[config.mk]
export PLATFORM = sky130hd
export DESIGN_NAME = riscv_divider
export DESIGN_NICKNAME = d
export VERILOG_FILES = /design/src/rtl/riscv_mext_pkg.sv /design/src/rtl/riscv_divider.sv
export SDC_FILE = /design/constraint.sdc
export NUM_CORES = 1
export LEC_CHECK = 0
export BUFFER_PORTS_ARGS = -buffer_cell sky130_fd_sc_hd__buf_2
export CORE_ASPECT_RATIO = 1.25
export CORE_MARGIN = 2
export CORE_UTILIZATION = 60
export DETAILED_ROUTE_END_ITERATION = 10
export GPL_TIMING_DRIVEN = 1
export PLACE_DENSITY = 0.8
export SLEW_MARGIN = 20
export SYNTH_ARGS = -nofsm -noshare
export SYNTH_HDL_FRONTEND = slang
export SYNTH_SLANG_ARGS = --single-unit
[constraint.sdc]
create_clock -name i_clk -period 12.2 [get_ports i_clk]
set_input_delay 2.44 -clock i_clk [delete_from_list [all_inputs] [get_ports i_clk]]
set_output_delay 2.44 -clock i_clk [all_outputs]
set_load 0.02 [all_outputs]
[src/rtl/riscv_mext_pkg.sv]
`default_nettype none

package riscv_mext_pkg;

    // ------------------------------
    // M extension funct3 codes
    // ------------------------------
    typedef enum logic [2:0] {
        MUL    = 3'b000,
        MULH   = 3'b001,
        MULHSU = 3'b010,
        MULHU  = 3'b011,
        DIV    = 3'b100,                    // bit 2 set selects the divider
        DIVU   = 3'b101,
        REM    = 3'b110,
        REMU   = 3'b111
    } mext_op_e;

    // ------------------------------
    // wishbone word addresses
    // ------------------------------
    localparam logic [2:0] REG_RS1    = 3'd0;
    localparam logic [2:0] REG_RS2    = 3'd1;
    localparam logic [2:0] REG_OP     = 3'd2;   // write starts an operation
    localparam logic [2:0] REG_RESULT = 3'd3;
    localparam logic [2:0] REG_STATUS = 3'd4;   // busy in bit 0

    localparam int XLEN_DEFAULT = 64;

endpackage

`default_nettype wire

[src/rtl/riscv_divider.sv]
`timescale 1ns/1ps
`default_nettype none

module riscv_divider #(
    parameter int XLEN = 64
) (
    input  wire                           i_clk,
    input  wire                           i_rst_n,
    input  wire                           i_start,
    input  wire [XLEN-1:0]                i_rs1,
    input  wire [XLEN-1:0]                i_rs2,
    input  wire riscv_mext_pkg::mext_op_e i_op,
    output logic [XLEN-1:0]               o_result,
    output logic                          o_done
);

    localparam int CW = $clog2(XLEN);

    logic                     running;      // iteration loop active
    logic                     done_q;
    logic [CW-1:0]            count;        // steps already taken
    logic [XLEN-1:0]          rem_q;
    logic [XLEN-1:0]          quo_q;        // dividend shifts out, quotient shifts in
    logic [XLEN-1:0]          div_q;        // divisor magnitude
    logic                     neg_quo;
    logic                     neg_rem;
    logic                     div_zero;
    riscv_mext_pkg::mext_op_e op_q;

    logic            op_signed;
    logic [XLEN-1:0] rs1_mag;
    logic [XLEN-1:0] rs2_mag;
    logic [XLEN-1:0] src_rem;
    logic [XLEN-1:0] src_quo;
    logic [XLEN-1:0] src_div;
    logic [XLEN:0]   partial;
    logic [XLEN:0]   diff;
    logic [XLEN-1:0] step_rem;
    logic [XLEN-1:0] step_quo;
    logic [XLEN-1:0] quo_fix;
    logic [XLEN-1:0] rem_fix;

    assign op_signed = ~i_op[0];            // DIV and REM
    assign rs1_mag   = (op_signed && i_rs1[XLEN-1]) ? (~i_rs1 + 1'b1) : i_rs1;
    assign rs2_mag   = (op_signed && i_rs2[XLEN-1]) ? (~i_rs2 + 1'b1) : i_rs2;

    // ------------------------------
    // one restoring step
    // ------------------------------
    // the first step runs on the start edge straight from the operands,
    // so XLEN steps finish XLEN edges after start
    always_comb
    begin
        src_rem  = i_start ? '0 : rem_q;
        src_quo  = i_start ? rs1_mag : quo_q;
        src_div  = i_start ? rs2_mag : div_q;
        partial  = {src_rem, src_quo[XLEN-1]};
        diff     = partial - {1'b0, src_div};
        step_quo = {src_quo[XLEN-2:0], ~diff[XLEN]};
        step_rem = diff[XLEN] ? partial[XLEN-1:0] : diff[XLEN-1:0];   // restore on borrow
    end

    always_ff @(posedge i_clk)
    begin
        if (!i_rst_n)
        begin
            running <= 1'b0;
            done_q  <= 1'b0;
            count   <= '0;
        end
        else
        begin
            done_q <= 1'b0;
            if (i_start)
            begin
                running <= 1'b1;
                count   <= CW'(1);
            end
            else if (running)
            begin
                count <= count + 1'b1;
                if (count == CW'(XLEN - 1))                         // last step
                begin
                    running <= 1'b0;
                    done_q  <= 1'b1;
                end
            end
        end
    end

    always_ff @(posedge i_clk)
    begin
        if (i_start)
        begin
            op_q     <= i_op;
            div_q    <= rs2_mag;
            div_zero <= (i_rs2 == '0);
            neg_quo  <= op_signed & (i_rs1[XLEN-1] ^ i_rs2[XLEN-1]) & (i_rs2 != '0);
            neg_rem  <= op_signed & i_rs1[XLEN-1];
        end
        if (i_start || running)
        begin
            rem_q <= step_rem;
            quo_q <= step_quo;
        end
    end

    // ------------------------------
    // sign fix and select
    // ------------------------------
    // signed overflow needs no override: |min| / 1 leaves min with no negation
    assign quo_fix  = div_zero ? '1 : (neg_quo ? (~quo_q + 1'b1) : quo_q);
    assign rem_fix  = neg_rem ? (~rem_q + 1'b1) : rem_q;    // remainder takes dividend sign
    assign o_result = op_q[1] ? rem_fix : quo_fix;          // REM and REMU
    assign o_done   = done_q;

    // the bus slave holds off new operations until the result is taken
    a_no_start_while_running: assert property (
        @(posedge i_clk) disable iff (!i_rst_n)
        i_start |-> !running && !done_q
    );

endmodule

`default_nettype wire

## Word-level counts from Yosys, hierarchy flattened

Cells that the tools add are included.

| cells by class | value |
|---|---|
| $add $sub $neg | 6 |
| eq/ne operators | 1 |
| multiplexer cells | 16 |
| bitwise logic cells | 12 |
| reduce and logical (&&, ||, !) cells | 8 |

Operators by type and width:

| operator | count |
|---|---|
| 2-to-1 mux 64 bit | 10 |
| adder 64 x 1 -> 64 bit (second input constant) | 4 |
| inverter 64 bit | 4 |
| subtractor 65 x 64 -> 65 bit | 1 |
| logical NOT 64 bit | 1 |
| nonzero test 64 bit | 1 |
| adder 6 x 1 -> 6 bit (second input constant) | 1 |
| equality test 6 bit (second input constant) | 1 |
| 2-to-1 mux 1 bit | 6 |
| inverter 1 bit | 4 |
| AND 1 bit | 3 |
| OR reduction 3 bit | 1 |
| logical AND 1 bit | 2 |
| nonzero test 2 bit | 1 |
| OR reduction 2 bit | 1 |
| logical OR 1 bit | 1 |
| bitwise XOR 1 bit | 1 |

| storage, ports and cells | value |
|---|---|
| flip-flop bits (word level) | 205 |
| input bits | 134 |
| output and inout port bits | 65 |
| word-level logic and storage cells | 54 |

## Depth between registers and ports, before layout

Gate-level depths: netlist of the first run.

| depth | value |
|---|---|
| depth after elaboration | 6 |
| gate-level depth with buffers | 26 |
| mapped depth without buffers | 23 |

## Least setup slack after synthesis of the first run

OpenSTA, ideal clock, no wires.

| timing path | value |
|---|---|
| path type | input -> register |
| start | input i_rs1[15] |
| end | register rem_q[4] (data pin) |
| library setup time | 0.169 ns |
| data arrival time | 8.322 ns |
| required time | 12.031 ns |
| slack | 3.709 ns |
| cell stages on the path | 24 |
| path buffers | 3 |
| cells stage by stage | or4_1 or3_1 nor2b_1 nand3_1 or4_1 or3_1 nor4_1 a41o_1 a31oi_1 ha_1 fa_1 nor2b_1 o31a_1 o22ai_1 o21a_1 o21ai_0 a21oi_1 o21a_1 o211ai_1 clkbuf_1 buf_1 buf_1 nand2_1 o31ai_1 |

| between the ends | value |
|---|---|
| word-level cells in the longest chain between the ends | 6 |

RTL lines:

| what | RTL line | source |
|---|---|---|
| start: declaration | riscv_divider.sv:10 | `input wire [XLEN-1:0] i_rs1,` |
| inverter 64 bit | riscv_divider.sv:44 | `assign rs1_mag = (op_signed && i_rs1[XLEN-1]) ? (~i_rs1 + 1'b1) : i_rs1;` |
| adder 64 x 1 -> 64 bit | riscv_divider.sv:44 |  |
| 2-to-1 mux 64 bit | riscv_divider.sv:44 |  |
| 2-to-1 mux 64 bit | riscv_divider.sv:55 | `src_quo = i_start ? rs1_mag : quo_q;` |
| subtractor 65 x 64 -> 65 bit | riscv_divider.sv:58 | `diff = partial - {1'b0, src_div};` |
| 2-to-1 mux 64 bit | riscv_divider.sv:60 | `step_rem = diff[XLEN] ? partial[XLEN-1:0] : diff[XLEN-1:0];` |
| net step_rem[4] | riscv_divider.sv:38 | `logic [XLEN-1:0] step_rem;` |
| end signal: assignment | riscv_divider.sv:103 | `rem_q <= step_rem;` |
| end: declaration | riscv_divider.sv:22 | `logic [XLEN-1:0] rem_q;` |

The timed path passes the listed nets, and every way through them passes these cells.
A chain may end at the register's enable or synchronous reset.

## Worst setup path in the final report of the first run

| timing path | value |
|---|---|
| start | input i_rs1[15] |
| end | register rem_q[30] (data pin) |

Same word-level chain as after synthesis.

==> flow_summary.ini, run 1 <==
[status]
status = completed

[die]
dieHeight_um = 197
fp.coreArea_um2 = 29300
initial_core_util_pct = 61.0
num_io_pins = 199
dieArea_um2 = 31200
die_x_um = 158
num_rows = 70

[logic_synthesis]
yosys.area.top_type = edfxtp_1
synthTopCellsByArea = edfxtp_1, xor2_1, dfxtp_1
synthArstFlopShare_pct = 0
yosys_warnings = 0
synth_cells = 2235
syn_area_um2 = 17900
synth_cell_type_count = 64
synth_edf_count = 132
syn_nets = 2439
ys_ff_latch = 204
synth_seq_area_share_pct = 30.2
netlist.area_leader.share_pct = 22.1
avgSynthCellArea_um2 = 8.01
synth_ff_type = edfxtp_1

[worst_setup_path]
crit_family = simple AND/OR/NAND/NOR gates
arrival_ns = 9.66
slowest_delay_ns = 0.73
crit_path_top_delay_cell = buf_4
crit_chain = buf_2 -> or4_1 -> or3_1 -> nor2b_1 -> nand3_1 -> or4_1 -> or3_1 -> nor4_1 -> a41o_1 -> a31oi_1 -> ha_1 -> fa_1 -> nor2b_1 -> o31a_1 -> o22ai_1 -> o21a_1 -> o21ai_0 -> a21oi_1 -> o21a_1 -> o211ai_1 -> buf_4 -> o21ai_0
crit_required_ns = 12.42
cp_max_fo = 109
crit_path_end_kind = register
r2r_slack_ns = 7.33
crit_cells = 22
critPathKind = in2reg
startpoint_type = primary input
crit_buf_inv = 2
r2r_cells = 14

[timing]
post-route-period-util_pct = 77.4
drv_slew = 0
worstMarginPinSlew_ns = 1.04
min_period_ns = 9.45
clock_skew_ns = 0.0132
rsz0062_at_grt = false
tns_ns = 0
setup_violations = 0
relSlewSlack_pct = 30.5
fmax_mhz = 106
finalHoldViolCount = 0

[route]
drtAntennaViolNets = 0
route.detailed.drc = 0
drt-initial-drc-count = 1761
wl_per_cell_um = 18.0
firstDrtPassIters = 5
wirelength_um = 49700
viasPerCell = 6.13
vias = 16900

[pwr]
p_leak_nw = 8.24
power.total_mw = 2.80
pwr-share-seq_pct = 35.2
power.density_nw_per_um2 = 141
switchingPower_mw = 1.07
netSwitchingFraction_pct = 38.0
p_comb_share_pct = 38.0
p_int_mw = 1.74
power_frac_clock_pct = 26.8
irDropWorstVdd_uv = 95.8

[clock_network]
cts.path.max_buffers = 3
cts_resized = 0
htree_num_levels = 1
ctsHoldBuffers = 0
clockRootBuffer = clkbuf_16
clkLatencyLatePin_ns = 0.53
cts_tree = yes
post-cts-setup-buffer-count = 0
clock_sinks = 204
cts_made_buffers = 24
clkTransAtPathRegs_ns = 0.06

[finish]
drive_above_1_share_pct = 12.5
final_nets = 2553
diodes = 0
fillCellCount = 2464
area_growth_pct = 11.1

[min_path]
hold_class = reg2reg
hold_depth = 2

[grt]
track_usage_pct = 30.9
grt_pass1_vias = 15400
antenna_found_initial = 0
grt-ovfl-total = 0
grt_first_pass_wirelength_um = 78400
grt_max_degree = 152

[placed_design]
place.gp.congestion = 0.961
dp_hpwl_um = 37500
numPortBuffers = 197

[job]
drv_cap = 0
==> cells by family (layout without fill, tap and decap cells) <==
group	count (synthesis)	in the layout	synth area share, %
AOI/OAI and AO/OA	700	700	24.4
xor gates and xnor gates	305	305	14.9
and+or+nand+nor	718	718	19.7
adders and majority gates	70	70	4.93
DFF	204	204	30.2
muxes	22	22	1.34
buffers and inverters	216	348	4.53
==> cell usage in the layout (no fill, tap or decap), types with 4 or more instances in the layout <==
cell type / instances
o31ai_1: 70
o21a_1: 14
xor2_1: 206
o21ai_0: 161
a21oi_1: 219
a22oi_1: 60
buf_2: 196
buf_4: 14
a21o_1: 72
o21bai_1: 18
and3_1: 8
o31a_1: 4
nor2b_1: 72
o211ai_1: 10
dfxtp_1: 72
a221oi_1: 4
clkbuf_1: 4
nand4_1: 23
a31oi_1: 17
nand2b_1: 20
and2_1: 6
nor3_1: 38
inv_1: 93
nor4_1: 27
clkbuf_16: 28
or4_1: 32
or2_2: 11
ha_1: 69
or3_1: 33
edfxtp_1: 132
nor2_1: 211
nand3_1: 27
nor3b_1: 4
mux2i_1: 6
mux2_2: 16
o41ai_1: 30
xnor2_1: 99
nand2_1: 186
==> worst reg2reg max path, delay by kind of cell (launching register included) <==
family / cells / cell delay [ns]
AND/OR/NAND/NOR: 2 / 0.23
multiplexers: 1 / 0.27
AO/OA/AOI/OAI: 8 / 3.03
flip-flops: 1 / 0.40
XOR/XNOR: 1 / 0.20
adder cells (fa/ha/maj): 1 / 0.32
buffers and inverters: 1 / 0.18
==> registers in the layout, summed over array words and instances (netlist names), 6 cells and up <==
name,cells
div_q,64
quo_q,64
count,6
rem_q,64
==> area by class of cell <==
| class | count | area (µm²) | share of cell area [%] |
|---|---|---|---|
| Multi-Input combinational cell | 1815 | 11700 | 58.8 |
| Timing Repair Buffer | 211 | 1100 | 5.54 |
| Clock inverter | 8 | 78.8 | 0.396 |
| Tap cell | 396 | 495 | 2.49 |
| Sequential cell | 204 | 5410 | 27.2 |
| Inverter | 93 | 349 | 1.76 |
| Clock buffer | 36 | 762 | 3.83 |
==> Yosys cell counts, drive strengths merged, types with 2 or more instances <==
library cell  number
o21a              14
nand4             23
buf                7
and4bb             2
nor2             212
o22a               2
nand3             27
o211ai            10
a21oi            219
a22oi             60
a211o              2
o211a              2
mux2i              6
a221oi             4
o41ai             30
and2               6
nor3b              4
dfxtp             72
a21o              72
xor2             206
xnor2             99
and4               3
clkbuf           116
o31a               4
nor2b             73
a31o               2
o21ai            162
ha                69
o21bai            18
a31oi             17
and3               8
nor4              27
o22ai              2
edfxtp           132
or4               35
o31ai             70
nand2b            20
nand2            186
inv               93
mux2              16
nor3              38
or4b               2
o221a              2
or3               34
or2               13
==> power groups by stage <==
stage | registers (mW) | logic, mW | clock network (mW)
after floorplan | 0.959 | 0.774 | 0
after global placement | 0.987 | 1.02 | 0
after detailed placement | 0.993 | 1.04 | 0
after CTS | 0.981 | 1.05 | 0.762
after global routing | 0.999 | 1.17 | 0.783
final | 0.986 | 1.07 | 0.752
==> layer usage <==
layer | global-route usage (%) | wire length (µm)
met4 | 5.97 | 733
met5 | 0 | 0
met3 | 3.82 | 3950
met1 | 45.4 | 23100
met2 | 49.1 | 22000
==> stage by stage <==
stage / instances / hold slack (ns) / worst slack [ns] / util, % / instance area, µm²
finish: 2763 / 0.474 / 2.75 / 67.8 / 19900
global route: 2763 / 0.492 / 2.23 / 67.8 / 19900
CTS: 2763 / 0.479 / 2.77 / 67.8 / 19900
detailed placement: 2719 / 0.464 / 2.25 / 64.9 / 19000
global placement: 2719 / 0.457 / 2.41 / 64.9 / 19000
floorplan: 2235 / 0.431 / 3.71 / - / 17900
==> path summary, 6_finish.rpt <==
check | start | endpoint
max | i_rs1[15] | rem_q[30]
min | div_q[55] | div_q[55]
min reg2reg | div_q[55] | div_q[55]
max reg2reg | quo_q[63] | rem_q[59]
(Power assumes the default switching activity.)
==> inputs of run 2 (changes only) <==
- CORE_UTILIZATION: 60 -> 55
- PLACE_DENSITY: 0.8 -> 0.78
- clock period: 12.2 -> 7.92 ns (I/O delays scaled with it)
==> flow_summary.ini, run 2 (synthesized netlist as in run 1, its figures left out) <==
[worst_setup_path]
crit_path_top_delay_cell = or4_1
cp_max_fo = 65
path_common_cell = buf_4
startpoint_type = primary input
slowest_delay_ns = 0.57
critPathKind = in2reg
crit_required_ns = 8.18
crit_path_end_kind = register
arrival_ns = 7.76

[timing]
setup_violations = 0
relSlewSlack_pct = 41.6
worstMarginPinSlew_ns = 0.876
clock_skew_ns = 0.00975
fmax_mhz = 133
finalHoldViolCount = 0
rsz0062_at_grt = false
drv_slew = 0
post-route-period-util_pct = 94.7
holdWs_ns = 0.479
fin_ws_ns = 0.421
min_period_ns = 7.50

[finish]
diodes = 0
final_cell_mix = a21oi_1, nor2_1, xor2_1, buf_2, nand2_1
fillCellCount = 2829
final_common_cell = a21oi_1
final_nets = 2601
area_growth_pct = 12.8
reg_top3 = div_q x64, quo_q x64, rem_q x64
drive_above_1_share_pct = 14.2
postLayoutCellArea_um2 = 20200

[placed_design]
dp_hpwl_um = 37000
numPortBuffers = 197
place.gp.congestion = 0.933
post-place-ws_ns = -0.00931
place_area_um2 = 19400

[clock_network]
clkTransAtPathRegs_ns = 0.06
clock_sinks = 204
cts.path.max_buffers = 3
post-cts-setup-buffer-count = 0
cts_made_buffers = 23
cts_tree = yes
cts_resized = 0
htree_num_levels = 1
ctsHoldBuffers = 0
clockRootBuffer = clkbuf_16
clkLatencyLatePin_ns = 0.53

[route]
drtAntennaViolNets = 0
firstDrtPassIters = 5
vias = 16800
route.detailed.drc = 0
drt-initial-drc-count = 1230
wl_per_cell_um = 17.3
wirelength_um = 48900
viasPerCell = 5.96

[grt]
grt-ovfl-total = 0
grt_max_degree = 145
grt_first_pass_wirelength_um = 77200
antenna_found_initial = 0
track_usage_pct = 28.0
grt_pass1_vias = 15500

[die]
dieArea_um2 = 34000
fp.coreArea_um2 = 32000
initial_core_util_pct = 56.0
dieHeight_um = 206
num_rows = 73
num_io_pins = 199
die_x_um = 165

[pwr]
p_leak_nw = 8.42
irDropWorstVdd_uv = 141
power.total_mw = 4.26
power.density_nw_per_um2 = 211

[job]
drv_cap = 0

[min_path]
hold_class = reg2reg

[status]
status = completed
[run 2: worst paths after layout]
| check | from | end | slack (ns) | depth (start not counted) |
|---|---|---|---|---|
| setup reg to reg | rem_q[33] | rem_q[59] | 3.48 | 13 |
| setup / recovery | i_rs1[15] | rem_q[14] | 0.42 | 26 |
| hold reg to reg | div_q[48] | div_q[48] | 0.48 | 2 |
| hold / removal | div_q[48] | div_q[48] | 0.48 | 2 |
[run 2: worst max-delay path, delay by kind of cell]
kind,cells,cell delay [ns]
and+or+nand+nor,8,2.61
adders and majority gates,2,0.61
buffers and inverters,6,1.11
AOI/OAI and AO/OA,10,1.80
[run 2: area by class of cell]
class	instances	area [µm²]	share of cell area, %
Multi-Input combinational cell	1815	11700	57.9
Clock buffer	30	642	3.18
Inverter	93	349	1.73
Timing Repair Buffer	260	1480	7.34
Sequential cell	204	5410	26.8
Tap cell	412	515	2.55
Clock inverter	11	98.8	0.490
[run 2: stage by stage]
| step | TNS, ns | util [%] | instances |
|---|---|---|---|
| floorplan | 0 | - | 2235 |
| global placement | 0 | 60.8 | 2784 |
| detailed placement | -0.00931 | 60.8 | 2784 |
| CTS | 0 | 63.2 | 2825 |
| global route | 0 | 63.2 | 2825 |
| finish | 0 | 63.2 | 2825 |
[run 2: power by group]
group          switching (mW)  internal (mW)  total [mW]  leakage [nW]
combinational            1.02          0.659        1.68          6.11
clock                   0.460          0.608        1.07         0.364
sequential              0.167           1.35        1.51          1.95
total                    1.65           2.61        4.26          8.42
[run 2: routing by layer]
metal / vias up / track usage (%) / wire length, µm
li1: 8398 / - / -
met1: 7784 / 41.2 / 23100
met2: 597 / 43.9 / 21300
met3: 65 / 2.96 / 3510
met4: 0 / 7.24 / 1050
met5: - / 0 / 0
