`src/rtl/riscv_mext_pkg.sv`:
```
`default_nettype none

package riscv_mext_pkg;

    // ------------------------------
    // M extension funct3 codes
    // ------------------------------
    typedef enum logic [2:0] {
        MUL    = 3'b000,
        MULH   = 3'b001,
        MULHSU = 3'b010,
        MULHU  = 3'b011,
        DIV    = 3'b100,                    // bit 2 set selects the divider
        DIVU   = 3'b101,
        REM    = 3'b110,
        REMU   = 3'b111
    } mext_op_e;

    // ------------------------------
    // wishbone word addresses
    // ------------------------------
    localparam logic [2:0] REG_RS1    = 3'd0;
    localparam logic [2:0] REG_RS2    = 3'd1;
    localparam logic [2:0] REG_OP     = 3'd2;   // write starts an operation
    localparam logic [2:0] REG_RESULT = 3'd3;
    localparam logic [2:0] REG_STATUS = 3'd4;   // busy in bit 0

    localparam int XLEN_DEFAULT = 64;

endpackage

`default_nettype wire

```
`src/rtl/riscv_mext_wb_regs.sv`:
```
`timescale 1ns/1ps
`default_nettype none

module riscv_mext_wb_regs #(
    parameter int XLEN = 64
) (
    input  wire                            i_clk,
    input  wire                            i_rst_n,
    input  wire                            i_wb_cyc,
    input  wire                            i_wb_stb,
    input  wire                            i_wb_we,
    input  wire [2:0]                      i_wb_adr,
    input  wire [XLEN-1:0]                 i_wb_dat,
    output logic [XLEN-1:0]                o_wb_dat,
    output logic                           o_wb_ack,
    input  wire                            i_busy,
    input  wire [XLEN-1:0]                 i_result,
    output logic [XLEN-1:0]                o_rs1,
    output logic [XLEN-1:0]                o_rs2,
    output riscv_mext_pkg::mext_op_e       o_op,
    output logic                           o_start,
    output logic                           o_div_start
);

    logic                     ack_q;
    logic                     start_q;
    logic [XLEN-1:0]          rs1_q;
    logic [XLEN-1:0]          rs2_q;
    riscv_mext_pkg::mext_op_e op_q;
    logic [XLEN-1:0]          rd_dat_q;

    logic                     req;
    logic                     stall;
    logic                     accept;
    logic [XLEN-1:0]          rd_mux;

    assign req    = i_wb_cyc & i_wb_stb & ~ack_q;   // one ack per request
    assign stall  = i_busy & ((i_wb_we & (i_wb_adr == riscv_mext_pkg::REG_OP)) |
                              (~i_wb_we & (i_wb_adr == riscv_mext_pkg::REG_RESULT)));
    assign accept = req & ~stall;

    // ------------------------------
    // register writes
    // ------------------------------
    always_ff @(posedge i_clk)
    begin
        if (!i_rst_n)
        begin
            ack_q   <= 1'b0;
            start_q <= 1'b0;
            rs1_q   <= '0;
            rs2_q   <= '0;
            op_q    <= riscv_mext_pkg::MUL;
        end
        else
        begin
            ack_q   <= accept;
            start_q <= 1'b0;
            if (accept && i_wb_we)
            begin
                case (i_wb_adr)
                    riscv_mext_pkg::REG_RS1: rs1_q <= i_wb_dat;
                    riscv_mext_pkg::REG_RS2: rs2_q <= i_wb_dat;
                    riscv_mext_pkg::REG_OP:
                    begin
                        op_q    <= riscv_mext_pkg::mext_op_e'(i_wb_dat[2:0]);
                        start_q <= 1'b1;    // one cycle pulse
                    end
                    default: ;
                endcase
            end
        end
    end

    // ------------------------------
    // read path
    // ------------------------------
    always_comb
    begin
        case (i_wb_adr)
            riscv_mext_pkg::REG_RS1:    rd_mux = rs1_q;
            riscv_mext_pkg::REG_RS2:    rd_mux = rs2_q;
            riscv_mext_pkg::REG_OP:     rd_mux = {{(XLEN-3){1'b0}}, op_q};
            riscv_mext_pkg::REG_RESULT: rd_mux = i_result;
            riscv_mext_pkg::REG_STATUS: rd_mux = {{(XLEN-1){1'b0}}, i_busy};
            default:                    rd_mux = '0;
        endcase
    end

    always_ff @(posedge i_clk)
    begin
        if (accept)
            rd_dat_q <= rd_mux;             // sampled with the ack
    end

    assign o_wb_dat    = rd_dat_q;
    assign o_wb_ack    = ack_q;
    assign o_rs1       = rs1_q;
    assign o_rs2       = rs2_q;
    assign o_op        = op_q;
    assign o_start     = start_q;
    assign o_div_start = start_q & op_q[2];

    // the master keeps the strobe up until it sees the ack
    a_ack_in_cycle: assert property (
        @(posedge i_clk) disable iff (!i_rst_n)
        o_wb_ack |-> i_wb_cyc && i_wb_stb
    );

endmodule

`default_nettype wire

```
`config.mk`:
```
export PLATFORM = sky130hd
export DESIGN_NAME = riscv_mext_wb_regs
export DESIGN_NICKNAME = d
export VERILOG_FILES = /design/src/rtl/riscv_mext_pkg.sv /design/src/rtl/riscv_mext_wb_regs.sv
export SDC_FILE = /design/constraint.sdc
export NUM_CORES = 1
export LEC_CHECK = 0
export BUFFER_PORTS_ARGS = -buffer_cell sky130_fd_sc_hd__buf_2
export CAP_MARGIN = 30
export CORE_MARGIN = 2
export CORE_UTILIZATION = 45
export CTS_BUF_LIST = sky130_fd_sc_hd__clkbuf_8 sky130_fd_sc_hd__clkbuf_16
export DETAILED_ROUTE_END_ITERATION = 8
export PLACE_DENSITY_LB_ADDON = 0.25
export REMOVE_ABC_BUFFERS = 1
export SETUP_SLACK_MARGIN = 0.4
export SYNTH_ARGS = -nofsm -noshare
export SYNTH_HDL_FRONTEND = slang
export SYNTH_SLANG_ARGS = --single-unit
export TNS_END_PERCENT = 10
```
`constraint.sdc`:
```
create_clock -name i_clk -period 3.7 [get_ports i_clk]
set_input_delay 0.37 -clock i_clk [delete_from_list [all_inputs] [get_ports i_clk]]
set_output_delay 0.37 -clock i_clk [all_outputs]
set_load 0.005 [all_outputs]
```
Word level (Yosys, flattened, before mapping)
Cells that the tools add are included.
{ "word_totals": {"ff_bits": 197, "input_bits": 137, "out_inout_bits": 198, "word_cells": 29} }
{ "op_classes": {"eq_ne": 4, "muxes": 2, "bitwise_logic": 11, "n_reduce_logical": 6} }
{ "op_table": {"columns": ["cell", "count"], "rows": [
  ["64-bit one-hot mux with 5 select lines", 1],
  ["2-bit AND reduction", 4],
  ["1-bit AND", 7],
  ["3-bit by 2-bit equality test with 1-bit output (second input constant)", 2],
  ["3-bit by 1-bit equality test with 1-bit output (second input constant)", 1],
  ["3-bit equality test (second input constant)", 1],
  ["3-bit zero test", 1],
  ["1-bit inverter", 3],
  ["1-bit logical AND", 1],
  ["1-bit 2-to-1 mux", 1],
  ["1-bit bitwise OR", 1]
]} }

Longest topological paths before layout
Gate-level depths: netlist (run 1).
{ "logic_depth": {"ltp_word": 8, "mapped_depth": 6} }

Worst setup path after synthesis (run 1)
OpenSTA, ideal clock, no wires.
{ "synth_timing": {"path_kind": "in2reg", "from": "in i_wb_adr[1]", "to": "reg rd_dat_q[0] (netlist: o_wb_dat[0]), enable pin", "setup_time_ns": 0.433, "arrival_ns": 2.477, "t_required_ns": 3.267, "setup_slack_ns": 0.790, "path_stages": 5, "n_path_buf": 3, "path_cell_list": "buf_2 buf_6 buf_4 nand2_1 o31a_1"} }
{ "synth_via": {"elab_chain_cells": 6} }
{ "synth_lines": {"columns": ["item", "line_no", "text"], "rows": [
  ["start: declaration", "riscv_mext_wb_regs.sv:12", "input wire [2:0] i_wb_adr,"],
  ["3-bit by 2-bit equality test with 1-bit output (on tied branches)", "riscv_mext_wb_regs.sv:38, riscv_mext_wb_regs.sv:39", null],
  ["1-bit AND (on tied branches)", "riscv_mext_wb_regs.sv:38, riscv_mext_wb_regs.sv:39", null],
  ["1-bit bitwise OR (*)", "riscv_mext_wb_regs.sv:38", "assign stall = i_busy & ((i_wb_we & (i_wb_adr == riscv_mext_pkg::REG_OP)) |"],
  ["1-bit AND (*)", "riscv_mext_wb_regs.sv:38", null],
  ["1-bit inverter (*)", "riscv_mext_wb_regs.sv:40", "assign accept = req & ~stall;"],
  ["1-bit AND (*)", "riscv_mext_wb_regs.sv:40", null],
  ["via accept", "riscv_mext_wb_regs.sv:34", "logic accept;"],
  ["end signal: assignment", "riscv_mext_wb_regs.sv:93", "rd_dat_q <= rd_mux;"],
  ["end: declaration", "riscv_mext_wb_regs.sv:30", "logic [XLEN-1:0] rd_dat_q;"]
]} }
Mark *: on every way through the listed nets, which the timed path passes. The rest lies on a longest branch.
A chain may end at the register's enable or synchronous reset.

Worst setup path in the final report (run 1)
{ "layout_timing": {"from": "reg ack_q (netlist: o_wb_ack)", "to": "reg rd_dat_q[13] (netlist: o_wb_dat[13]), enable pin"} }
{ "layout_via": {"elab_chain_cells": 3} }
{ "layout_lines": {"columns": ["item", "line_no", "text"], "rows": [
  ["start: declaration", "riscv_mext_wb_regs.sv:25", "logic ack_q;"],
  ["start signal: assignment", "riscv_mext_wb_regs.sv:57", "ack_q <= accept;"],
  ["1-bit inverter", "riscv_mext_wb_regs.sv:37", "assign req = i_wb_cyc & i_wb_stb & ~ack_q;"],
  ["1-bit AND", "riscv_mext_wb_regs.sv:37", null],
  ["1-bit AND", "riscv_mext_wb_regs.sv:40", null],
  ["via accept", "riscv_mext_wb_regs.sv:34", null]
]} }
The timed path passes the listed nets, and every way through them passes these cells.

==> metrics.md, run 1 <==
| Metric | Value |
|---|---|
| Die width | `~140 µm` |
| Worst path slowest cell | `o31a_2` |
| DRC violations left | `0` |
| Count leader, synth | `nand2_1` |
| Later-pin clock latency in the skew report | `0.42 ns` |
| CP cell instances | `and3b_1, o31a_2, buf_12` |
| Worst Skew | `0.007951 ns` |
| TritonCTS Sinks | `between 150 and 200` |
| Reg clk slew, reported paths | `about 0.07 ns` |
| Pre-CTS WS | `roughly 1.4 ns` |
| Seq cells post-synth | `197` |
| Crit path launch type | `register` |
| Initial Util | `0.4585` |
| Average size of a mapped cell | `10.83 µm²` |
| Avg WL per Cell | `17.72 µm` |
| P_leak | `~5.6 nW` |
| Fin crit share | `0.5489` |
| Worst slew margin | `0.4506` |
| Average vias per placed instance | `between 5 and 6` |
| Total Routing Usage GR | `0.2297` |
| Hold WS | `0.2087 ns` |
| Mapped Cells | `792` |
| Critical path peak fanout | `37` |
| Setup-failing EPs final | `0` |
| Placed cell area | `between 0.01 and 0.015 mm²` |
| Core Area | `between 0.015 and 0.02 mm²` |
| Routed Antenna Nets | `0` |
| Post-DP HPWL | `15990 µm` |
| RSZ-0062 raised after global routing | `no` |
| H-tree depth | `4` |
| # rows | `50` |
| Fillers | `around 1700` |
| Sequential area share after synthesis | `0.5345` |
| Post-synth top cells | `nand2_1, dfxtp_1, mux2i_1` |
| Max Cap Viol | `0` |
| Total congestion overflow | `0` |
| First-pass iteration count of the detailed router | `4` |
| Status | `finished clean` |
| Die height | `142.1 µm` |
| Critical Path End Type | `register` |
| Final WS setup | `around 1.7 ns` |
| Design area | `between 0.01 and 0.015 mm²` |
| Post-synth ARST share | `0` |
| Synthesized area | `around 0.0086 mm²` |
| Clock buffer depth | `2` |
| First-pass GRT wire length | `approximately 36000 µm` |
| Critical Path AT | `2.14 ns` |
| Nets | `around 1200` |
| Die area | `0.02018 mm²` |
| Pwr/cell area | `434.4 mW/mm²` |
| Layout cells sized above 1 | `0.3960` |
| Initial antenna violation count | `2` |
| VDD IR max | `~0.30 mV` |
| Synth top area share | `0.3104` |
| Worst path top cell family by delay | `compound AO/OA/AOI/OAI gates` |
| CTS-repair resized insts | `0` |
| Hold/Removal Path Class | `in -> reg` |
| I/O Pins | `~340` |
| Final hold vios | `0` |
| CTS root buf | `clkbuf_16` |
| WS Path Type | `reg -> reg` |
| Inserted Clock Buffers | `17` |
| Prevailing post-synth register cell | `dfxtp_1` |
| Slew Viols, Final | `0` |
| Fmax | `492.4 MHz` |
| CP peak stage delay | `0.72 ns` |
| P&R area growth vs syn | `27.91%` |
| Routability cong. | `between 0.7 and 0.8` |
| WP buf/inv | `1` |
| Worst-Margin Slew | `between 0.8 and 0.9 ns` |
| DRT iter0 DRCs | `between 300 and 400` |
| Port Buf Inserts | `around 330` |
| WL final | `23760 µm` |
| Routed vias | `between 7000 and 8000` |
| Post-synthesis cell type count | `25` |
| Largest net degree at the start of global routing | `between 100 and 150` |
| Tmin final | `approximately 2.0 ns` |
| TritonCTS clock tree | `done` |
| CP required | `approximately 3.8 ns` |
| Cell taking the most area after synthesis | `dfxtp_1` |
| Vias in the first global route | `around 6900` |
| Post-CTS Setup Bufs | `0` |
| Top cells by area, synth | `dfxtp_1, edfxtp_1, mux2i_1` |
| EDFF count, synth | `64` |
| Ys Warns | `0` |
| Hold-fix buffers at CTS | `0` |
==> per-stage QoR <==
stage	setup TNS (ns)	power (mW)	util	instances
finish	0	4.766	0.5865	1341
global route	0	4.942	0.5865	1341
CTS	0	4.811	0.5864	1340
detailed placement	0	2.728	0.5505	1308
global placement	0	2.724	0.5505	1308
floorplan	-49.64	2.490	-	728
==> logic make-up after synthesis <==
group,share of synthesized area
simple gates,0.1233
xor+xnor,0.001021
mux,0.2408
buf+inv,0.04537
flops,0.5345
compound gates,0.05500
==> power by group <==
group	switching (mW)	total [mW]	internal, mW	leakage (nW)
clock network	0.837	2.09	1.25	0.321
registers	0.0171	2.30	2.28	1.65
logic	0.217	0.382	0.165	3.68
total	1.07	4.77	3.69	5.64
==> layout make-up <==
class | instances | area [µm²] | share of cell area
multi-input cells | 529 | 3617 | 0.3297
inverters | 2 | 7.507 | 0.0006843
clock inverters | 14 | 220.2 | 0.02007
well taps | 234 | 292.8 | 0.02669
repair buffers | 346 | 1795 | 0.1637
clock buffers | 18 | 450.4 | 0.04106
diodes | 1 | 2.502 | 0.0002281
flip-flops and latches | 197 | 4584 | 0.4179
==> layout by cell type, fill, tap and decap left out, types with 2 or more instances in the layout <==
cell type	n
buf_2	332
nand2_1	196
dfxtp_1	133
mux2i_1	131
edfxtp_1	64
nor2_1	62
a22oi_1	61
mux2_2	56
clkbuf_16	18
buf_4	11
mux2_1	5
bufinv_16	5
mux4_2	3
inv_1	3
nor2b_1	3
clkinvlp_4	3
and2_1	2
nand4b_1	2
inv_6	2
inv_8	2
buf_12	2
==> worst register-to-register path: stages, from the launching register on <==
cell and delay, ns:
dfxtp_1 0.33, and3b_1 0.30, o31a_2 0.72, buf_12 0.33
==> final timing paths <==
check                                      startpoint                endpoint  slack (ns)  cells past startpoint
worst max-delay path              o_wb_ack$_SDFF_PN0_  o_wb_dat[13]$_DFFE_PP_        1.67                      3
worst min-delay path                     i_wb_dat[54]  o_rs1[54]$_SDFFE_PN0P_        0.21                      3
worst max register to register    o_wb_ack$_SDFF_PN0_  o_wb_dat[13]$_DFFE_PP_        1.67                      3
worst min register to register  o_rs2[9]$_SDFFE_PN0P_   o_rs2[9]$_SDFFE_PN0P_        0.47                      2
==> routing by layer <==
layer	vias up	global-route usage	wire, µm
met4	2	0.09105	657
met1	3319	0.2821	9908
met3	43	0.05417	1700
met5	-	0	16
li1	3363	-	-
met2	296	0.3908	11480
==> registers in the layout, indices dropped and copies added (netlist names) <==
signal and count:
o_wb_ack 1, o_start 1, o_wb_dat 64, o_op 3, o_rs2 64, o_rs1 64
Power figures use the tool's default switching activity.
==> inputs of run 2 (changes only) <==
ABC_AREA = 1   (was default)
CORE_UTILIZATION = 44   (was 45)
clock period = 1.7 ns   (was 3.7 ns; I/O delays follow)
==> run 2 against run 1 <==
Effect of this change:
- hold slack worse by 0.19 ns
- total power up 100%
- sequential share of layout area shrank 3.7 points
- utilization is 5.4 points higher
- sequential power is 120% higher
- final area up 9.9%
- non-clock buffer count grew 88
- setup slack worse by 1.3 ns
- first-iteration DRC count grew 21%
- wire length grew 11%
- flip-flop and latch count is the same
- synthesized cell count up 44%
==> metrics.md, run 2 <==
| Metric | Value |
|---|---|
| Max Cap Viol | `0 (unchanged)` |
| Nets | `1666 (+35%)` |
| Worst path slowest cell | `dfxtp_2` |
| Design area | `0.01205 mm² (+9.9%)` |
| Post-synthesis cell type count | `19 (-24%)` |
| Worst slew margin | `0.6692 (+0.2186)` |
| Routed Antenna Nets | `0 (unchanged)` |
| Top cells by area, synth | `dfxtp_1, edfxtp_1, nand2_1` |
| Fillers | `1653 (-0.90%)` |
| Reg clk slew, reported paths | `0.07 ns (about the same)` |
| Total Routing Usage GR | `0.2398 (+0.01007)` |
| Core Util, Final | `0.6400 (+0.05351)` |
| Slew Viols, Final | `0 (unchanged)` |
| Pre-CTS WS | `0.1115 ns (-1.247 ns)` |
| Average vias per placed instance | `4.671 (-11%)` |
| # rows | `50 (unchanged)` |
| H-tree depth | `4 (unchanged)` |
| Placed cell count | `1694 (+30%)` |
| P&R area growth vs syn | `41.46%` |
| Largest net degree at the start of global routing | `68 (-35%)` |
| Worst-Margin Slew | `0.4955 ns (-0.3286 ns)` |
| CP required | `2.07 ns (-1.74 ns)` |
| First-pass iteration count of the detailed router | `4 (unchanged)` |
| CP peak stage delay | `0.34 ns (-0.38 ns)` |
| First-pass GRT wire length | `38670 µm (+6.7%)` |
| Final std cells w/o fill | `1803 (+34%)` |
| Commonest non-fill, non-tap cell in the layout | `nand2_1` |
| CP cell instances | `nor2_4, nand4_1, buf_6, clkbuf_16, clkbuf_16, nand2_1, nand2_1, nor2_1` |
| Tmin final | `1.331 ns (-0.7004 ns)` |
| Setup TNS Final | `0 ns (unchanged)` |
| WL final | `26370 µm (+11%)` |
| DRC violations left | `0 (unchanged)` |
| Hold WS | `0.02190 ns (-0.1868 ns)` |
| Sequential area share after synthesis | `0.5381 (+0.003611)` |
| Reg2reg setup slack | `0.37 ns (-1.30 ns)` |
| Most frequent cells in the layout | `nand2_1, buf_2, nor2_1, inv_1, dfxtp_1` |
| Routability cong. | `0.8326 (+10%)` |
| Avg WL per Cell | `14.63 µm (-17%)` |
| Average size of a mapped cell | `7.486 µm² (-31%)` |
| Die height | `143.2 µm (+0.77%)` |
| RSZ-0062 raised after global routing | `yes` |
| Clock buffer depth | `2 (unchanged)` |
| Core Area | `0.01883 mm² (+0.67%)` |
| Post-synth ARST share | `0 (unchanged)` |
| VDD IR max | `0.6564 mV (+120%)` |
| Count leader, synth | `nand2_1` |
| Worst Skew | `0.008788 ns (+0.0008369 ns)` |
| Pwr/cell area | `797.7 mW/mm² (+84%)` |
| Status | `finished clean` |
| Total power | `9.614 mW (+100%)` |
| Die area | `0.02049 mm² (+1.5%)` |
| Vias in the first global route | `7913 (+15%)` |
| I/O Pins | `335 (unchanged)` |
| WS Path Type | `reg -> reg` |
| Later-pin clock latency in the skew report | `0.43 ns (about the same)` |
| Critical Path End Type | `register` |
| Cell taking the most area after synthesis | `dfxtp_1` |
| Final hold vios | `0 (unchanged)` |
| Port Buf Inserts | `334 (unchanged)` |
| P_leak | `6.301 nW (+12%)` |
| TritonCTS clock tree | `done` |
| Mapped Cells | `1138 (+44%)` |
| Layout cells sized above 1 | `0.2776 (-0.1185)` |
| Synth top area share | `0.3125 (+0.002097)` |
| Prevailing post-synth register cell | `dfxtp_1` |
| Fin crit share | `0.7827 (+0.2338)` |
| Synthesized area | `0.008519 mm² (-0.67%)` |
| Routed vias | `8422 (+20%)` |
| Ys Warns | `0 (unchanged)` |
| Crit path launch type | `register` |
| Total congestion overflow | `0 (unchanged)` |
| Inserted Clock Buffers | `17 (unchanged)` |
| Post-synth top cells | `nand2_1, nor2_1, inv_1` |
| Setup-failing EPs final | `0 (unchanged)` |
| TritonCTS Sinks | `197 (unchanged)` |
| Initial antenna violation count | `1 (-1)` |
| EDFF count, synth | `64 (unchanged)` |
| Initial Util | `0.4524 (-0.006103)` |
| Fmax | `751.5 MHz (+53%)` |
| Critical Path AT | `1.70 ns (-0.44 ns)` |
| Final WS setup | `0.3694 ns (-1.300 ns)` |
| DRT iter0 DRCs | `377 (+21%)` |
| Post-DP HPWL | `17150 µm (+7.3%)` |
| Placed cell area | `0.01051 mm² (+2.1%)` |
| Critical path peak fanout | `8 (-78%)` |
| Hold/Removal Path Class | `in -> reg` |
| Seq cells post-synth | `197 (unchanged)` |
| CTS root buf | `clkbuf_16` |
| Die width | `143.2 µm (+0.77%)` |
[run 2: changes by cell type in the layout (fill, tap and decap cells not counted), moves of 131 or more]
cell,before,now
inv_1,3,140
nand2_1,196,387
mux2i_1,131,0
nor2_1,62,256
[run 2: routing by layer]
metal  vias up  global-route usage  part of all wire
met5         -                   0                 0
met4         0             0.09901             0.024
met3        44             0.06304             0.079
met2       325              0.4059              0.48
met1      3801              0.2892              0.42
li1       4252                   -                 -
[run 2: critical path, delay by kind of cell (launching register included)]
kind / cells / cell delay (ns)
buf+inv: 3 / 0.50
simple gates: 5 / 0.43
flops: 1 / 0.34
[run 2: final cells by class]
class	count	area (µm²)	area share
Clock buffer	18	439.2	0.03644
Timing Repair Buffer	434	2963	0.2458
Tap cell	260	325.3	0.02699
Sequential cell	197	4586	0.3805
Antenna cell	1	2.502	0.0002076
Inverter	141	534.3	0.04433
Clock inverter	14	103.9	0.008617
Multi-Input combinational cell	738	3098	0.2571
[run 2: worst paths after layout]
check | start | to | cells past startpoint
worst min register to register | o_rs2[31]$_SDFFE_PN0P_ | o_rs2[31]$_SDFFE_PN0P_ | 4
worst max register to register | o_wb_ack$_SDFF_PN0_ | o_rs2[9]$_SDFFE_PN0P_ | 8
worst min-delay path | i_wb_dat[2] | o_rs2[2]$_SDFFE_PN0P_ | 3
worst max-delay path | o_wb_ack$_SDFF_PN0_ | o_rs2[9]$_SDFFE_PN0P_ | 8
[run 2: power breakdown]
group / internal, mW / switching (mW)
combinational: 0.396 / 0.437
clock: 1.93 / 1.86
sequential: 4.95 / 0.0410
total: 7.28 / 2.34
[run 2: kinds of logic (layout without fill, tap and decap cells)]
group                  Yosys count  count (layout)  share of synthesized area
AOI/OAI and AO/OA               69              69                    0.05889
other                            0               1                          0
DFF                            197             197                     0.5381
and+or+nand+nor                669             669                     0.2974
buffers and inverters          203             607                     0.1056
[run 2: repair_timing]
action / in CTS / in global routing
pin swaps: 1 / 7
endpoints found under the hold margin: 118 / 0
hold buffers: 61 / 0
cloned: 0 / 11
buffers inserted: 1 / 3
endpoints found under the setup margin: 182 / 165
resized for setup: 3 / 31
==> inputs of run 3 (changes only) <==
CORE_UTILIZATION = 45   (was 44)
clock period = 1.3 ns   (was 1.7 ns; I/O delays follow)
==> run 3 against run 2 <==
Effect of this change:
- the run now ends with setup timing left
- clock power increased by 50%
- critical endpoint is now o_rs1[15]$_SDFFE_PN0P_
- wire length increased by 16%
- setup slack got worse by 0.50 ns
==> metrics.md, run 3 (synthesized netlist as in run 2, its figures left out) <==
| Metric | Value |
|---|---|
| Routed Antenna Nets | `0 (unchanged)` |
| Worst Skew | `0.007214 ns (-0.001574 ns)` |
| Die area | `0.02005 mm² (-2.2%)` |
| P_leak | `6.860 nW (+8.9%)` |
| Commonest non-fill, non-tap cell in the layout | `nand2_1` |
| Critical Path AT | `1.74 ns (+0.04 ns)` |
| Later-pin clock latency in the skew report | `0.42 ns (about the same)` |
| Critical path peak fanout | `6 (-2)` |
| I/O Pins | `335 (unchanged)` |
| DRC violations left | `0 (unchanged)` |
| Failing checks | `setup timing` |
| Largest net degree at the start of global routing | `68 (unchanged)` |
| Net Sw Frac | `0.2337 (-0.009289)` |
| P&R area growth vs syn | `64.80%` |
| Hold/Removal Path Class | `in -> reg` |
| Power share of the clock group | `0.419 (+0.025)` |
| Internal | `10.39 mW (+43%)` |
| Die width | `141.6 µm (-1.1%)` |
| Average vias per placed instance | `4.993 (+6.9%)` |
| VDD IR max | `0.8541 mV (+30%)` |
| Pre-CTS WS | `-0.1734 ns (-0.2850 ns)` |
| Die height | `141.6 µm (-1.1%)` |
| Switching power | `3.168 mW (+36%)` |
| Initial antenna violation count | `0 (-1)` |
| Worst-Margin Slew | `0.3434 ns (-0.1521 ns)` |
| Reg clk slew, reported paths | `0.07 ns (about the same)` |
| Fin crit share | `1.097 (+0.3143)` |
| Core Util, Final | `0.7531 (+0.1131)` |
| Total power | `13.56 mW (+41%)` |
| Tmin final | `1.426 ns (+0.09555 ns)` |
| DRT iter0 DRCs | `528 (+40%)` |
| Most frequent cells in the layout | `nand2_1, buf_2, nor2_1, inv_1, dfxtp_2` |
| Port Buf Inserts | `334 (unchanged)` |
| Status | `finished, violations left` |
| CTS root buf | `clkbuf_16` |
| Final WS setup | `-0.1262 ns (-0.4956 ns)` |
| Total Routing Usage GR | `0.2555 (+0.01570)` |
| Placed cell area | `0.01068 mm² (+1.6%)` |
| First-pass iteration count of the detailed router | `5 (+1)` |
| Slew Viols, Final | `0 (unchanged)` |
| N_diodes | `0 (-1)` |
| # rows | `50 (unchanged)` |
| Comb power frac | `0.099 (+0.012)` |
| TritonCTS clock tree | `done` |
| Worst slew margin | `0.7711 (+0.1019)` |
| TritonCTS Sinks | `197 (unchanged)` |
| Critical Path End Type | `register` |
| Vias in the first global route | `8483 (+7.2%)` |
| Setup-failing EPs final | `88 (+88)` |
| H-tree depth | `4 (unchanged)` |
| Inserted Clock Buffers | `17 (unchanged)` |
| Pwr/cell area | `965.5 mW/mm² (+21%)` |
| WL final | `30550 µm (+16%)` |
| Initial Util | `0.4570 (+0.004555)` |
| Core Area | `0.01864 mm² (-1.0%)` |
| Sequential share of power | `0.482 (-0.038)` |
| Setup TNS Final | `-3.460 ns (-3.460 ns)` |
| Post-DP HPWL | `17320 µm (+0.95%)` |
| Crit path launch type | `register` |
| Max Cap Viol | `0 (unchanged)` |
| Routability cong. | `0.8422 (+1.2%)` |
| Avg WL per Cell | `16.51 µm (+13%)` |
| Routed vias | `9237 (+9.7%)` |
| RSZ-0062 raised after global routing | `yes` |
| Hold depth | `3 (unchanged)` |
| Fmax | `701.2 MHz (-6.7%)` |
| CP required | `1.62 ns (-0.45 ns)` |
| Nets | `1740 (+4.4%)` |
| Total congestion overflow | `0 (unchanged)` |
| Final hold vios | `0 (unchanged)` |
| Design area | `0.01404 mm² (+16%)` |
| Clock buffer depth | `2 (unchanged)` |
| First-pass GRT wire length | `41020 µm (+6.1%)` |
| WS Path Type | `reg -> reg` |
| Layout cells sized above 1 | `0.4480 (+0.1705)` |
| R2R cell count | `7 (-1)` |
-- run 3: critical path, stage by stage, from the launching register on --
cell       delay, ns
dfxtp_2         0.33
nor2_4          0.14
nand4_1         0.12
buf_6           0.18
clkbuf_16       0.18
clkbuf_16       0.16
nor2_1          0.12
nor2_1          0.07
-- run 3: final cells by class --
type	count	area [µm²]
well taps	234	292.8
fillers	1258	4603
inverters	141	534.3
multi-input cells	738	3597
clock buffers	19	464.2
clock inverters	13	168.9
flip-flops and latches	197	4737
repair buffers	508	4245
-- run 3: layer usage --
metal / global-route usage / part of all wire / up-vias
met5: 0 / 0 / -
met4: 0.1195 / 0.032 / 0
met3: 0.05467 / 0.077 / 78
met2: 0.4486 / 0.51 / 470
met1: 0.2984 / 0.38 / 4292
li1: - / - / 4397
-- run 3: power by group through the flow --
stage | registers (mW) | logic [mW] | clock network [mW]
final | 6.54 | 1.34 | 5.68
after global routing | 6.55 | 1.43 | 5.98
after CTS | 6.54 | 1.22 | 5.74
after detailed placement | 6.67 | 0.916 | 0
after global placement | 6.67 | 0.910 | 0
after floorplan | 6.69 | 0.267 | 0
-- run 3: timing repair --
| action | CTS | global route |
|---|---|---|
| hold endpoints to repair | 172 | 0 |
| resized for setup | 239 | 166 |
| buffers inserted | 2 | 2 |
| endpoints found under the setup margin | 404 | 454 |
| gates cloned | 1 | 21 |
| hold buffers | 105 | 0 |
| pin swaps | 89 | 91 |
-- run 3: per-stage QoR --
step	hold slack (ns)	std cells
6_report	0.01517	1850
5_1_grt	0.01697	1850
4_1_cts	0.0001222	1827
3_5_place_dp	0.3740	1687
3_3_place_gp	0.3678	1687
2_1_floorplan	0.2504	1076
-- run 3: path summary, 6_finish.rpt --
check / startpoint / end / slack (ns)
max: o_wb_ack$_SDFF_PN0_ / o_rs1[15]$_SDFFE_PN0P_ / -0.13
min: i_result[61] / o_wb_dat[61]$_DFFE_PP_ / 0.02
max reg2reg: o_wb_ack$_SDFF_PN0_ / o_rs1[15]$_SDFFE_PN0P_ / -0.13
min reg2reg: o_rs2[46]$_SDFFE_PN0P_ / o_rs2[46]$_SDFFE_PN0P_ / 0.52
